File: config.mk
export PLATFORM = sky130hd
export DESIGN_NAME = gpu_top
export DESIGN_NICKNAME = d
export VERILOG_FILES = /design/src/rtl/gpu_pkg.sv /design/src/rtl/fb_draw_engine.sv /design/src/rtl/frame_buffer.sv /design/src/rtl/gpu_top.sv /design/src/rtl/pixel_scanout.sv /design/src/rtl/vga_timing.sv
export SDC_FILE = /design/constraint.sdc
export NUM_CORES = 2
export LEC_CHECK = 0
export ABC_CLOCK_PERIOD_IN_PS = 3000
export BUFFER_PORTS_ARGS = -buffer_cell sky130_fd_sc_hd__buf_2
export CAP_MARGIN = 40
export CELL_PAD_IN_SITES_DETAIL_PLACEMENT = 0
export CELL_PAD_IN_SITES_GLOBAL_PLACEMENT = 2
export CORE_ASPECT_RATIO = 0.9
export CORE_UTILIZATION = 40
export CTS_CLUSTER_DIAMETER = 150
export DETAILED_ROUTE_END_ITERATION = 10
export PLACE_DENSITY_LB_ADDON = 0.1
export SLEW_MARGIN = 20
export SYNTH_ARGS = -nofsm -noshare
export SYNTH_HDL_FRONTEND = slang
export SYNTH_SLANG_ARGS = --single-unit
export TNS_END_PERCENT = 100
File: constraint.sdc
create_clock -name Clk -period 3 [get_ports Clk]
set_clock_uncertainty 0.1 [all_clocks]
set_input_delay 0.6 -clock Clk [delete_from_list [all_inputs] [get_ports Clk]]
set_output_delay 0.6 -clock Clk [all_outputs]
set_load 0.02 [all_outputs]
File: src/rtl/gpu_pkg.sv
`default_nettype none

package gpu_pkg;

  // RGB565 field layout, red in the top bits
  localparam int RED_W   = 5;
  localparam int GREEN_W = 6;
  localparam int BLUE_W  = 5;

  // Full framebuffer word
  localparam int PIX_W   = RED_W + GREEN_W + BLUE_W;

  // Host drawing commands
  typedef enum logic [1:0] {
    // No operation
    OP_NOP   = 2'd0,
    // Single pixel at x, y
    OP_PIXEL = 2'd1,
    // Horizontal run of len pixels, cut at the row end
    OP_HLINE = 2'd2,
    // Whole framebuffer in one colour
    OP_CLEAR = 2'd3
  } draw_op_e;

  // Draw engine sequencing
  typedef enum logic {
    ST_IDLE = 1'b0,
    ST_RUN  = 1'b1
  } draw_state_e;

endpackage

`default_nettype wire

File: src/rtl/fb_draw_engine.sv
`timescale 1ns/100ps
`default_nettype none

module fb_draw_engine #(
  parameter int H_ACTIVE = 16,
  parameter int V_ACTIVE = 8
) (
  input  logic                                 Clk,
  input  logic                                 arst_n,
  input  logic                                 cmd_strobe,
  input  gpu_pkg::draw_op_e                    cmd_op,
  input  logic [$clog2(H_ACTIVE)-1:0]          cmd_x,
  input  logic [$clog2(V_ACTIVE)-1:0]          cmd_y,
  input  logic [$clog2(H_ACTIVE+1)-1:0]        cmd_len,
  input  logic [gpu_pkg::PIX_W-1:0]            cmd_color,
  output logic                                 busy,
  output logic                                 wr_en,
  output logic [$clog2(H_ACTIVE*V_ACTIVE)-1:0] wr_addr,
  output logic [gpu_pkg::PIX_W-1:0]            wr_data
);

  localparam int LEN_W  = $clog2(H_ACTIVE + 1);
  localparam int DEPTH  = H_ACTIVE * V_ACTIVE;
  localparam int ADDR_W = $clog2(DEPTH);

  gpu_pkg::draw_state_e      state;
  gpu_pkg::draw_op_e         op_q;
  logic [LEN_W-1:0]          remain_q;
  logic [gpu_pkg::PIX_W-1:0] color_q;

  logic                      accept;
  logic                      coord_ok;
  logic [LEN_W-1:0]          row_room;
  logic [LEN_W-1:0]          line_cnt;
  logic [ADDR_W-1:0]         start_addr;
  logic                      last_write;

  // Commands only land while idle
  assign accept     = cmd_strobe && (state == gpu_pkg::ST_IDLE);
  assign coord_ok   = (cmd_x < H_ACTIVE) && (cmd_y < V_ACTIVE);

  // Pixels left in the row from cmd_x onwards
  assign row_room   = LEN_W'(H_ACTIVE) - LEN_W'(cmd_x);
  assign line_cnt   = (cmd_len > row_room) ? row_room : cmd_len;
  assign start_addr = ADDR_W'(cmd_y) * ADDR_W'(H_ACTIVE) + ADDR_W'(cmd_x);

  // Clear ends on the last word, a line when its count runs out
  assign last_write = (op_q == gpu_pkg::OP_CLEAR) ? (wr_addr == ADDR_W'(DEPTH - 1))
                                                  : (remain_q == '0);

  assign busy    = (state == gpu_pkg::ST_RUN);
  assign wr_data = color_q;

  always_ff @(posedge Clk or negedge arst_n) begin
    if (!arst_n) begin
      state    <= gpu_pkg::ST_IDLE;
      op_q     <= gpu_pkg::OP_NOP;
      wr_en    <= 1'b0;
      wr_addr  <= '0;
      remain_q <= '0;
    end else begin
      case (state)
        gpu_pkg::ST_IDLE: begin
          wr_en <= 1'b0;
          if (accept) begin
            op_q <= cmd_op;
            case (cmd_op)
              gpu_pkg::OP_PIXEL: begin
                // One write, engine stays idle
                wr_en   <= coord_ok;
                wr_addr <= start_addr;
              end
              gpu_pkg::OP_HLINE: begin
                if (coord_ok && (line_cnt != '0)) begin
                  wr_en    <= 1'b1;
                  wr_addr  <= start_addr;
                  remain_q <= line_cnt - 1'b1;
                  state    <= gpu_pkg::ST_RUN;
                end
              end
              gpu_pkg::OP_CLEAR: begin
                wr_en   <= 1'b1;
                wr_addr <= '0;
                state   <= gpu_pkg::ST_RUN;
              end
              default: begin
              end
            endcase
          end
        end
        gpu_pkg::ST_RUN: begin
          if (last_write) begin
            wr_en <= 1'b0;
            state <= gpu_pkg::ST_IDLE;
          end else begin
            wr_addr  <= wr_addr + 1'b1;
            remain_q <= remain_q - 1'b1;
          end
        end
        default: state <= gpu_pkg::ST_IDLE;
      endcase
    end
  end

  // Colour held for the whole command
  always_ff @(posedge Clk) begin
    if (accept) begin
      color_q <= cmd_color;
    end
  end

endmodule

`default_nettype wire

File: src/rtl/frame_buffer.sv
`timescale 1ns/100ps
`default_nettype none

module frame_buffer #(
  parameter int DEPTH = 128
) (
  input  logic                      Clk,
  input  logic                      wr_en,
  input  logic [$clog2(DEPTH)-1:0]  wr_addr,
  input  logic [gpu_pkg::PIX_W-1:0] wr_data,
  input  logic [$clog2(DEPTH)-1:0]  rd_addr,
  output logic [gpu_pkg::PIX_W-1:0] rd_data
);

  // One RGB565 word per pixel, row-major
  logic [gpu_pkg::PIX_W-1:0] mem [DEPTH];

  // Write port from the draw engine
  always_ff @(posedge Clk) begin
    if (wr_en && (wr_addr < DEPTH)) begin
      mem[wr_addr] <= wr_data;
    end
  end

  // Registered read port for scanout
  // Same-address collision returns the old word
  always_ff @(posedge Clk) begin
    rd_data <= mem[rd_addr];
  end

endmodule

`default_nettype wire

File: src/rtl/gpu_top.sv
`timescale 1ns/100ps
`default_nettype none

module gpu_top #(
  parameter int H_ACTIVE = 16,
  parameter int H_FRONT  = 2,
  parameter int H_SYNC   = 3,
  parameter int H_BACK   = 3,
  parameter int V_ACTIVE = 8,
  parameter int V_FRONT  = 1,
  parameter int V_SYNC   = 2,
  parameter int V_BACK   = 1,
  parameter int PIX_DIV  = 4
) (
  input  logic                          Clk,
  input  logic                          arst_n,
  input  logic                          cmd_strobe,
  input  gpu_pkg::draw_op_e             cmd_op,
  input  logic [$clog2(H_ACTIVE)-1:0]   cmd_x,
  input  logic [$clog2(V_ACTIVE)-1:0]   cmd_y,
  input  logic [$clog2(H_ACTIVE+1)-1:0] cmd_len,
  input  logic [gpu_pkg::PIX_W-1:0]     cmd_color,
  output logic                          busy,
  output logic [gpu_pkg::RED_W-1:0]     red,
  output logic [gpu_pkg::GREEN_W-1:0]   green,
  output logic [gpu_pkg::BLUE_W-1:0]    blue,
  output logic                          hsync,
  output logic                          vsync,
  output logic                          vde,
  output logic [$clog2(H_ACTIVE)-1:0]   draw_x,
  output logic [$clog2(V_ACTIVE)-1:0]   draw_y
);

  localparam int DEPTH  = H_ACTIVE * V_ACTIVE;
  localparam int ADDR_W = $clog2(DEPTH);
  localparam int X_W    = $clog2(H_ACTIVE);
  localparam int Y_W    = $clog2(V_ACTIVE);

  // Draw side
  logic                      wr_en;
  logic [ADDR_W-1:0]         wr_addr;
  logic [gpu_pkg::PIX_W-1:0] wr_data;

  // Scanout side
  logic [ADDR_W-1:0]         rd_addr;
  logic [gpu_pkg::PIX_W-1:0] rd_data;
  logic [X_W-1:0]            pos_x;
  logic [Y_W-1:0]            pos_y;
  logic                      raster_hsync;
  logic                      raster_vsync;
  logic                      raster_active;

  fb_draw_engine #(
    .H_ACTIVE(H_ACTIVE),
    .V_ACTIVE(V_ACTIVE)
  ) draw_engine_i (
    .Clk       (Clk),
    .arst_n    (arst_n),
    .cmd_strobe(cmd_strobe),
    .cmd_op    (cmd_op),
    .cmd_x     (cmd_x),
    .cmd_y     (cmd_y),
    .cmd_len   (cmd_len),
    .cmd_color (cmd_color),
    .busy      (busy),
    .wr_en     (wr_en),
    .wr_addr   (wr_addr),
    .wr_data   (wr_data)
  );

  frame_buffer #(
    .DEPTH(DEPTH)
  ) frame_buffer_i (
    .Clk    (Clk),
    .wr_en  (wr_en),
    .wr_addr(wr_addr),
    .wr_data(wr_data),
    .rd_addr(rd_addr),
    .rd_data(rd_data)
  );

  // Pixel strobe is internal to the raster timing
  vga_timing #(
    .H_ACTIVE(H_ACTIVE),
    .H_FRONT (H_FRONT),
    .H_SYNC  (H_SYNC),
    .H_BACK  (H_BACK),
    .V_ACTIVE(V_ACTIVE),
    .V_FRONT (V_FRONT),
    .V_SYNC  (V_SYNC),
    .V_BACK  (V_BACK),
    .PIX_DIV (PIX_DIV)
  ) vga_timing_i (
    .Clk   (Clk),
    .arst_n(arst_n),
    .pix_en(),
    .pos_x (pos_x),
    .pos_y (pos_y),
    .hsync (raster_hsync),
    .vsync (raster_vsync),
    .active(raster_active)
  );

  pixel_scanout #(
    .H_ACTIVE(H_ACTIVE),
    .V_ACTIVE(V_ACTIVE)
  ) pixel_scanout_i (
    .Clk     (Clk),
    .arst_n  (arst_n),
    .pos_x   (pos_x),
    .pos_y   (pos_y),
    .hsync_in(raster_hsync),
    .vsync_in(raster_vsync),
    .active  (raster_active),
    .rd_data (rd_data),
    .rd_addr (rd_addr),
    .red     (red),
    .green   (green),
    .blue    (blue),
    .hsync   (hsync),
    .vsync   (vsync),
    .vde     (vde),
    .draw_x  (draw_x),
    .draw_y  (draw_y)
  );

endmodule

`default_nettype wire

File: src/rtl/pixel_scanout.sv
`timescale 1ns/100ps
`default_nettype none

module pixel_scanout #(
  parameter int H_ACTIVE = 16,
  parameter int V_ACTIVE = 8
) (
  input  logic                                 Clk,
  input  logic                                 arst_n,
  input  logic [$clog2(H_ACTIVE)-1:0]          pos_x,
  input  logic [$clog2(V_ACTIVE)-1:0]          pos_y,
  input  logic                                 hsync_in,
  input  logic                                 vsync_in,
  input  logic                                 active,
  input  logic [gpu_pkg::PIX_W-1:0]            rd_data,
  output logic [$clog2(H_ACTIVE*V_ACTIVE)-1:0] rd_addr,
  output logic [gpu_pkg::RED_W-1:0]            red,
  output logic [gpu_pkg::GREEN_W-1:0]          green,
  output logic [gpu_pkg::BLUE_W-1:0]           blue,
  output logic                                 hsync,
  output logic                                 vsync,
  output logic                                 vde,
  output logic [$clog2(H_ACTIVE)-1:0]          draw_x,
  output logic [$clog2(V_ACTIVE)-1:0]          draw_y
);

  localparam int ADDR_W = $clog2(H_ACTIVE * V_ACTIVE);

  // Row-major fetch of the current raster pixel
  assign rd_addr = ADDR_W'(pos_y) * ADDR_W'(H_ACTIVE) + ADDR_W'(pos_x);

  // Delay sync and position to meet the memory read latency
  always_ff @(posedge Clk or negedge arst_n) begin
    if (!arst_n) begin
      hsync  <= 1'b1;
      vsync  <= 1'b1;
      vde    <= 1'b0;
      draw_x <= '0;
      draw_y <= '0;
    end else begin
      hsync  <= hsync_in;
      vsync  <= vsync_in;
      vde    <= active;
      draw_x <= pos_x;
      draw_y <= pos_y;
    end
  end

  // RGB565 split, black during blanking
  assign red   = vde ? rd_data[gpu_pkg::PIX_W-1 -: gpu_pkg::RED_W] : '0;
  assign green = vde ? rd_data[gpu_pkg::BLUE_W +: gpu_pkg::GREEN_W] : '0;
  assign blue  = vde ? rd_data[0 +: gpu_pkg::BLUE_W] : '0;

endmodule

`default_nettype wire

File: src/rtl/vga_timing.sv
`timescale 1ns/100ps
`default_nettype none

module vga_timing #(
  parameter int H_ACTIVE = 16,
  parameter int H_FRONT  = 2,
  parameter int H_SYNC   = 3,
  parameter int H_BACK   = 3,
  parameter int V_ACTIVE = 8,
  parameter int V_FRONT  = 1,
  parameter int V_SYNC   = 2,
  parameter int V_BACK   = 1,
  parameter int PIX_DIV  = 4
) (
  input  logic                        Clk,
  input  logic                        arst_n,
  output logic                        pix_en,
  output logic [$clog2(H_ACTIVE)-1:0] pos_x,
  output logic [$clog2(V_ACTIVE)-1:0] pos_y,
  output logic                        hsync,
  output logic                        vsync,
  output logic                        active
);

  localparam int H_TOTAL  = H_ACTIVE + H_FRONT + H_SYNC + H_BACK;
  localparam int V_TOTAL  = V_ACTIVE + V_FRONT + V_SYNC + V_BACK;
  localparam int HS_START = H_ACTIVE + H_FRONT;
  localparam int HS_END   = HS_START + H_SYNC;
  localparam int VS_START = V_ACTIVE + V_FRONT;
  localparam int VS_END   = VS_START + V_SYNC;
  localparam int X_W      = $clog2(H_ACTIVE);
  localparam int Y_W      = $clog2(V_ACTIVE);
  localparam int HC_W     = $clog2(H_TOTAL);
  localparam int VC_W     = $clog2(V_TOTAL);
  localparam int DIV_W    = (PIX_DIV > 1) ? $clog2(PIX_DIV) : 1;

  logic [DIV_W-1:0] div_q;
  logic [HC_W-1:0]  h_cnt;
  logic [VC_W-1:0]  v_cnt;
  logic             h_last;
  logic             v_last;
  logic             h_vis;
  logic             v_vis;

  assign pix_en = (div_q == DIV_W'(PIX_DIV - 1));
  assign h_last = (h_cnt == HC_W'(H_TOTAL - 1));
  assign v_last = (v_cnt == VC_W'(V_TOTAL - 1));
  assign h_vis  = (h_cnt < H_ACTIVE);
  assign v_vis  = (v_cnt < V_ACTIVE);

  // Pixel rate divider
  always_ff @(posedge Clk or negedge arst_n) begin
    if (!arst_n) begin
      div_q <= '0;
    end else if (pix_en) begin
      div_q <= '0;
    end else begin
      div_q <= div_q + 1'b1;
    end
  end

  // Line and frame counters
  always_ff @(posedge Clk or negedge arst_n) begin
    if (!arst_n) begin
      h_cnt <= '0;
      v_cnt <= '0;
    end else if (pix_en) begin
      if (h_last) begin
        h_cnt <= '0;
        v_cnt <= v_last ? '0 : v_cnt + 1'b1;
      end else begin
        h_cnt <= h_cnt + 1'b1;
      end
    end
  end

  // Raster outputs, one decode per pixel strobe
  always_ff @(posedge Clk or negedge arst_n) begin
    if (!arst_n) begin
      pos_x  <= '0;
      pos_y  <= '0;
      hsync  <= 1'b1;
      vsync  <= 1'b1;
      active <= 1'b0;
    end else if (pix_en) begin
      pos_x  <= h_vis ? h_cnt[X_W-1:0] : '0;
      pos_y  <= v_vis ? v_cnt[Y_W-1:0] : '0;
      hsync  <= !((h_cnt >= HS_START) && (h_cnt < HS_END));
      vsync  <= !((v_cnt >= VS_START) && (v_cnt < VS_END));
      active <= h_vis && v_vis;
    end
  end

endmodule

`default_nettype wire
# --- Yosys cells after proc, flatten, opt, wreduce, memory -nomap -nowiden ---
# Memories as Yosys holds them, arrays and structs flattened. A register that Yosys moved wholly into a read port is not among the register bits.
# Index checks and enable logic that the tools add are counted.
word_totals:
  n_memories: 1
  in_bits: 33
  reg_bits: 63
  wordCells: 96
  mem_bits_rw: 2048
  output_inout_bits: 27
classes:
  n_reduce_logical: 13
  n_lt_le_gt_ge: 7
  muxes: 31
  n_eq_ne: 15
  n_addsub: 9
  bitwise: 1
memory_table:
  columns: ["memory", "depth", "width", "rd", "rd_clocked_by_memory_dff", "write_ports", "line", "source"]
  rows:
  - ["frame_buffer_i.mem", 128, 16, 1, 1, 1, "frame_buffer.sv:16", "logic [gpu_pkg::PIX_W-1:0] mem [DEPTH];"]
op_table:
  columns: ["operator", "count"]
  rows:
  - ["5-bit 2-to-1 mux", 8]
  - ["7-bit 2-to-1 mux", 3]
  - ["7-bit case mux with 3 select lines", 1]
  - ["7-bit by 4-bit adder with 7-bit output", 2]
  - ["7-bit case mux with 2 select lines", 1]
  - ["5-bit less-than comparator, second input constant", 2]
  - ["5-bit case mux with 2 select lines", 1]
  - ["5-bit by 1-bit subtractor with 5-bit output, second input constant", 2]
  - ["2-bit equality test, second input constant", 4]
  - ["4-bit less-than comparator, second input constant", 2]
  - ["1-bit 2-to-1 mux", 8]
  - ["4-bit 2-to-1 mux", 2]
  - ["2-bit != test, second input constant", 4]
  - ["1-bit case mux with 2 select lines", 4]
  - ["4-bit AND reduction", 2]
  - ["7-bit by 1-bit adder with 7-bit output, second input constant", 1]
  - ["7-bit equality test, second input constant", 1]
  - ["6-bit 2-to-1 mux", 1]
  - ["5-bit by 1-bit adder with 5-bit output, second input constant", 1]
  - ["5-bit equality test, second input constant", 1]
  - ["5-bit greater-or-equal comparator, second input constant", 1]
  - ["5-bit greater-than comparator", 1]
  - ["5-bit logical NOT", 1]
  - ["5-bit nonzero test", 1]
  - ["other kinds (16)", 21]

# --- Longest topological paths before layout ---
depth:
  depth_word: 8
  depth_mapped: 16
  depth_no_buf: 16

# --- Modules after synthesis ---
# A second synthesis with hierarchy kept.
unflattened:
  hier_cells: 3405
  hier_area_um2: 81913.6
modules_own_cells:
  columns: ["mod", "cells_each", "area_each_um2", "seq_area_each_um2", "instances"]
  rows:
  - ["frame_buffer", 3086, 78522.8, 61819.3, 1]
  - ["fb_draw_engine", 193, 1976.9, 880.8, 1]
  - ["vga_timing", 92, 982.2, 528.0, 1]
  - ["pixel_scanout", 34, 431.7, 252.7, 1]

# --- Worst setup path before layout ---
# No wires, ideal clock.
synth_timing:
  path_type: "input -> register"
  startpoint: "input port cmd_x[0]"
  endpoint: "register draw_engine_i.wr_addr[5]"
  path_buffers: 1
  setup_ns: 0.126
  arrival_ns: 3.532
  path_stages: 12
  setup_slack_ns: -0.758
  cell_sequence: "inv_1 -> ha_1 -> xnor2_1 -> inv_1 -> ha_1 -> a211oi_1 -> o221ai_1 -> a2111oi_0 -> o22ai_1 -> o311a_1 -> clkbuf_1 -> a311o_1"
synth_between:
  elab_chain_len: 6
  elab_cells_between_ends: 11
  cone_classes: "add/sub: 2; order compare: 1; eq/ne: 1; mux: 5; reduce/logical: 2"
synth_lines:
  columns: ["element", "line", "source"]
  rows:
  - ["from (decl)", "gpu_top.sv:19", "input logic [$clog2(H_ACTIVE)-1:0] cmd_x,"]
  - ["5-bit by 4-bit subtractor with 5-bit output", "fb_draw_engine.sv:43", "assign row_room = LEN_W'(H_ACTIVE) - LEN_W'(cmd_x);"]
  - ["5-bit greater-than comparator", "fb_draw_engine.sv:44", "assign line_cnt = (cmd_len > row_room) ? row_room : cmd_len;"]
  - ["5-bit 2-to-1 mux", "fb_draw_engine.sv:44", null]
  - ["5-bit nonzero test", "fb_draw_engine.sv:74", "if (coord_ok && (line_cnt != '0)) begin"]
  - ["3-bit != test (no source line)", null, null]
  - ["4-bit AND reduction (no source line)", null, null]
  - ["to (signal assigned)", "fb_draw_engine.sv:71", "wr_addr <= start_addr;"]
  - ["to (signal assigned)", "fb_draw_engine.sv:76", "wr_addr <= start_addr;"]
  - ["to (signal assigned)", "fb_draw_engine.sv:96", "wr_addr <= wr_addr + 1'b1;"]
  - ["to (decl)", "fb_draw_engine.sv:18", "output logic [$clog2(H_ACTIVE*V_ACTIVE)-1:0] wr_addr,"]
# Several ways; a longest one is shown, not always the timed one. The select of a mux whose other input is x is not followed.
# A chain may end at the register's enable or synchronous reset.

# --- Worst setup path in the final report ---
layout_timing:
  startpoint: "register vga_timing_i.pos_x[0]"
  endpoint: "register frame_buffer_i.rd_data[15] (netlist name) (read register of frame_buffer_i.mem)"
layout_between:
  elab_chain_len: 1
layout_lines:
  columns: ["element", "line", "source"]
  rows:
  - ["from (decl)", "vga_timing.sv:18", "output logic [$clog2(H_ACTIVE)-1:0] pos_x,"]
  - ["from (signal assigned)", "vga_timing.sv:86", "pos_x <= h_vis ? h_cnt[X_W-1:0] : '0;"]
  - ["7-bit by 4-bit adder with 7-bit output", "pixel_scanout.sv:30", "assign rd_addr = ADDR_W'(pos_y) * ADDR_W'(H_ACTIVE) + ADDR_W'(pos_x);"]
  - ["to (decl)", "frame_buffer.sv:12", "output logic [gpu_pkg::PIX_W-1:0] rd_data"]
# Every way passes these cells.

==> flow_summary.ini <==
[status]
status = complete, but fails checks
violations = negative setup slack

[yosys]
async_flop_share = 0.02210
synth_flop_cell = edfxtp_1
synth.distinct_cells = 57
ys_warn_count = 0
synth_edf_count = 2064
synth_fp_nets = 3448
synth_cells = 3402
synth.avg_cell_area_um2 = 24.01
synth-seq-cells = 2127
yosysSeqAreaShare = 0.7771
syn_area_um2 = 81690

[clock_network]
cts.sinks = 2127
max-clock-path-buffers = 3
h-tree-depth = 4
cts_buffers = 218
path_clk_slew_ns = 0.06
root_buffer = clkbuf_16
insertion_delay_ns = 0.86
cts_tree = yes

[finish]
drive_above_1_share = 0.3638
fill_cells = 16290
syn_to_final_growth_pct = 18.18
final_nets = 3964
final_cell_count_no_fill = 6796
fin_area_um2 = 96540
utilization = 0.4783

[global_route]
use_met3 = 0.03869
grt_start_max_net_pins = 129
met1_usage = 0.3132
grt.overflow.total = 0
grt_pass1_wl_um = 304100
grt_pass1_vias = 39660
met2_usage = 0.3256
antenna_found_initial = 20
grt_usage = 0.2103
grt-busiest-layer = met2

[routing]
dr_total_vias = 38340
drtAntennaViolNets = 0
first_pass_iters = 5
routed_wl_um = 214100
wl_per_cell_um = 31.51
first_iter_violations = 4003
drc_errors = 0
viasPerCell = 5.642

[sta]
fin_crit_sh = 1.110
hold_ws_ns = 0.1432
fmax_ghz = 0.3002
setup_viol = 16
period_minus_slack_ns = 3.331
setup_tns_ns = -4.340
rsz0062_at_grt = true
worstMarginPinSlew_ns = 0.8491
hold_viol = 0
worst_slack_ns = -0.3306
relSlewSlack = 0.4339
drv_slew = 0

[setup_path]
r2r_slack_ns = -0.33
arrival_ns = 3.96
end_kind = register
cp_max_fo = 22
crit_required_ns = 3.63
cp-start-kind = register
criticalPathCategory = reg -> reg

[die]
die_h_um = 430.7
ios = 60
dieWidth_um = 478.3
rows = 156
initial_core_util = 0.4047
coreArea_um2 = 201800
die_area_um2 = 206000

[power_and_ir_drop]
cellPowerDensity_nw_per_um2 = 671.5
leakagePower_nw = 31.36
peakVddDrop_mv = 0.5346

[place]
placed_area_um2 = 88930
dp_hpwl_um = 133300
port_buffers = 59
gp_congestion = 0.7907
dp.cells = 6338

[run]
maxCapViolCount = 0

[min_path]
min_path_type = in -> reg
==> through the flow <==
| step | power [mW] | setup WS (ns) |
|---|---|---|
| after floorplan | 36.74 | -0.2775 |
| after detailed placement | 38.76 | -0.6442 |
| after global routing | 66.86 | -0.3339 |
| after CTS | 65.43 | -0.3309 |
| after global placement | 38.56 | -0.6781 |
| final | 64.82 | -0.3306 |
==> placed cells by master (no fill, tap or decap), types with 17 or more instances in the layout <==
master and instances:
buf_12 99, bufinv_16 19, edfxtp_1 2064, nor2_1 147
o21ai_0 17, inv_1 20, dlygate4sd3_1 24, nand2_1 44
clkbuf_16 219, buf_2 59, clkbuf_1 44, mux2_2 17
nand3_1 25, dfrtp_1 40, mux4_2 672, clkinv_2 37
clkinv_1 53, buf_4 272
==> sequential cells by signal (all words and copies together), names as in the netlist, 2 cells and up <==
| name | count |
|---|---|
| frame_buffer_i.mem | 2048 |
| pixel_scanout_i.draw_x | 4 |
| vga_timing_i.h_cnt | 5 |
| vga_timing_i.pos_y | 3 |
| vga_timing_i.v_cnt | 4 |
| draw_engine_i.remain_q | 5 |
| vga_timing_i.pos_x | 4 |
| pixel_scanout_i.draw_y | 3 |
| draw_engine_i.wr_addr | 7 |
| vga_timing_i.div_q | 2 |
| draw_engine_i.op_q | 2 |
| draw_engine_i.wr_data | 16 |
| frame_buffer_i.rd_data | 16 |
==> timing repair <==
item	CTS	global route
setup buffers	2	15
gates resized for setup	7	7
gates cloned	1	0
pin swaps	0	1
hold buffers	24	0
endpoints found under the hold margin	50	0
setup endpoints to repair	16	17
==> synthesized netlist by cell type (all sizes together) (3+ instances only) <==
library cell  count  area (um^2)
mux2             20        225.2
nand2            45        168.9
a31oi             3        18.77
nor2            150        563.0
dfxtp            16        320.3
mux2i             4        40.04
o21ai            18        90.09
nor3b             4        30.03
nand2b            3        18.77
nand3            25        125.1
ha               13        162.7
clkbuf           96        360.4
and3              4        25.02
or3               6        37.54
o22ai             6        37.54
inv              25        93.84
dfstp             4        105.1
nor2b             6        37.54
a211oi            4        30.03
nor3             16        80.08
edfxtp         2064        61980
and2             16        100.1
o221ai            3        26.28
mux4            672        15130
dfrtp            43         1076
xnor2             4        35.03
buf              78        380.4
nand4             8        50.05
a21oi            14        70.07
==> area by class of cell <==
type | instances | area (um^2) | share of cell area
inverter | 27 | 126.4 | 0.001309
timing repair buffer | 470 | 4931 | 0.05108
clock inverter | 133 | 1252 | 0.01297
antenna | 6 | 15.01 | 0.0001555
tap | 2686 | 3361 | 0.03481
sequential | 2127 | 63490 | 0.6577
clock buffer | 273 | 5783 | 0.05991
multi-input combinational | 1074 | 17580 | 0.1821
==> report_power, final <==
group	total [mW]	internal [mW]	leakage (nW)	switching (mW)
Sequential	34.2	33.9	19.2	0.298
Combinational	3.97	0.998	8.70	2.97
Clock	26.6	15.3	3.42	11.4
Total	64.8	50.2	31.4	14.6
==> critical path, stage by stage (launching register included) <==
cell and delay (ns):
dfrtp_4 0.46, buf_16 0.22, buf_16 0.24, mux4_2 0.55, mux4_2 0.60, mux4_2 0.62
mux2_4 0.30
==> kinds of logic after synthesis <==
kind of cell / count (synthesis) / share of synthesized area
AND/OR/NAND/NOR: 288 / 0.01559
flip-flops: 2127 / 0.7771
multiplexers: 696 / 0.1885
adder cells (fa/ha/maj): 13 / 0.001991
buffers and inverters: 201 / 0.01031
AO/OA/AOI/OAI: 73 / 0.006020
XOR/XNOR: 4 / 0.0004288
==> final timing paths <==
kind                                                         from                                    end  depth (start not counted)
worst max register to register  vga_timing_i.pos_x[0]$_DFFE_PN0P_     frame_buffer_i.rd_data[15]$_DFF_P_                          6
min in group asynchronous                                  arst_n    pixel_scanout_i.draw_y[0]$_DFF_PN0_                          2
max in group asynchronous                                  arst_n  draw_engine_i.remain_q[1]$_DFFE_PN0P_                          3
worst max-delay path            vga_timing_i.pos_x[0]$_DFFE_PN0P_     frame_buffer_i.rd_data[15]$_DFF_P_                          6
worst min register to register     vga_timing_i.vsync$_DFFE_PN1P_        pixel_scanout_i.vsync$_DFF_PN1_                          0
worst min-delay path                                     cmd_x[3]   draw_engine_i.wr_addr[3]$_DFFE_PN0P_                          4
==> metal layers <==
layer	wire length [um]	vias up
met5	0	-
li1	-	15700
met3	13700	258
met2	100500	1283
met1	96380	21100
met4	3522	0
Note: power is estimated with default switching activity, not from simulation.
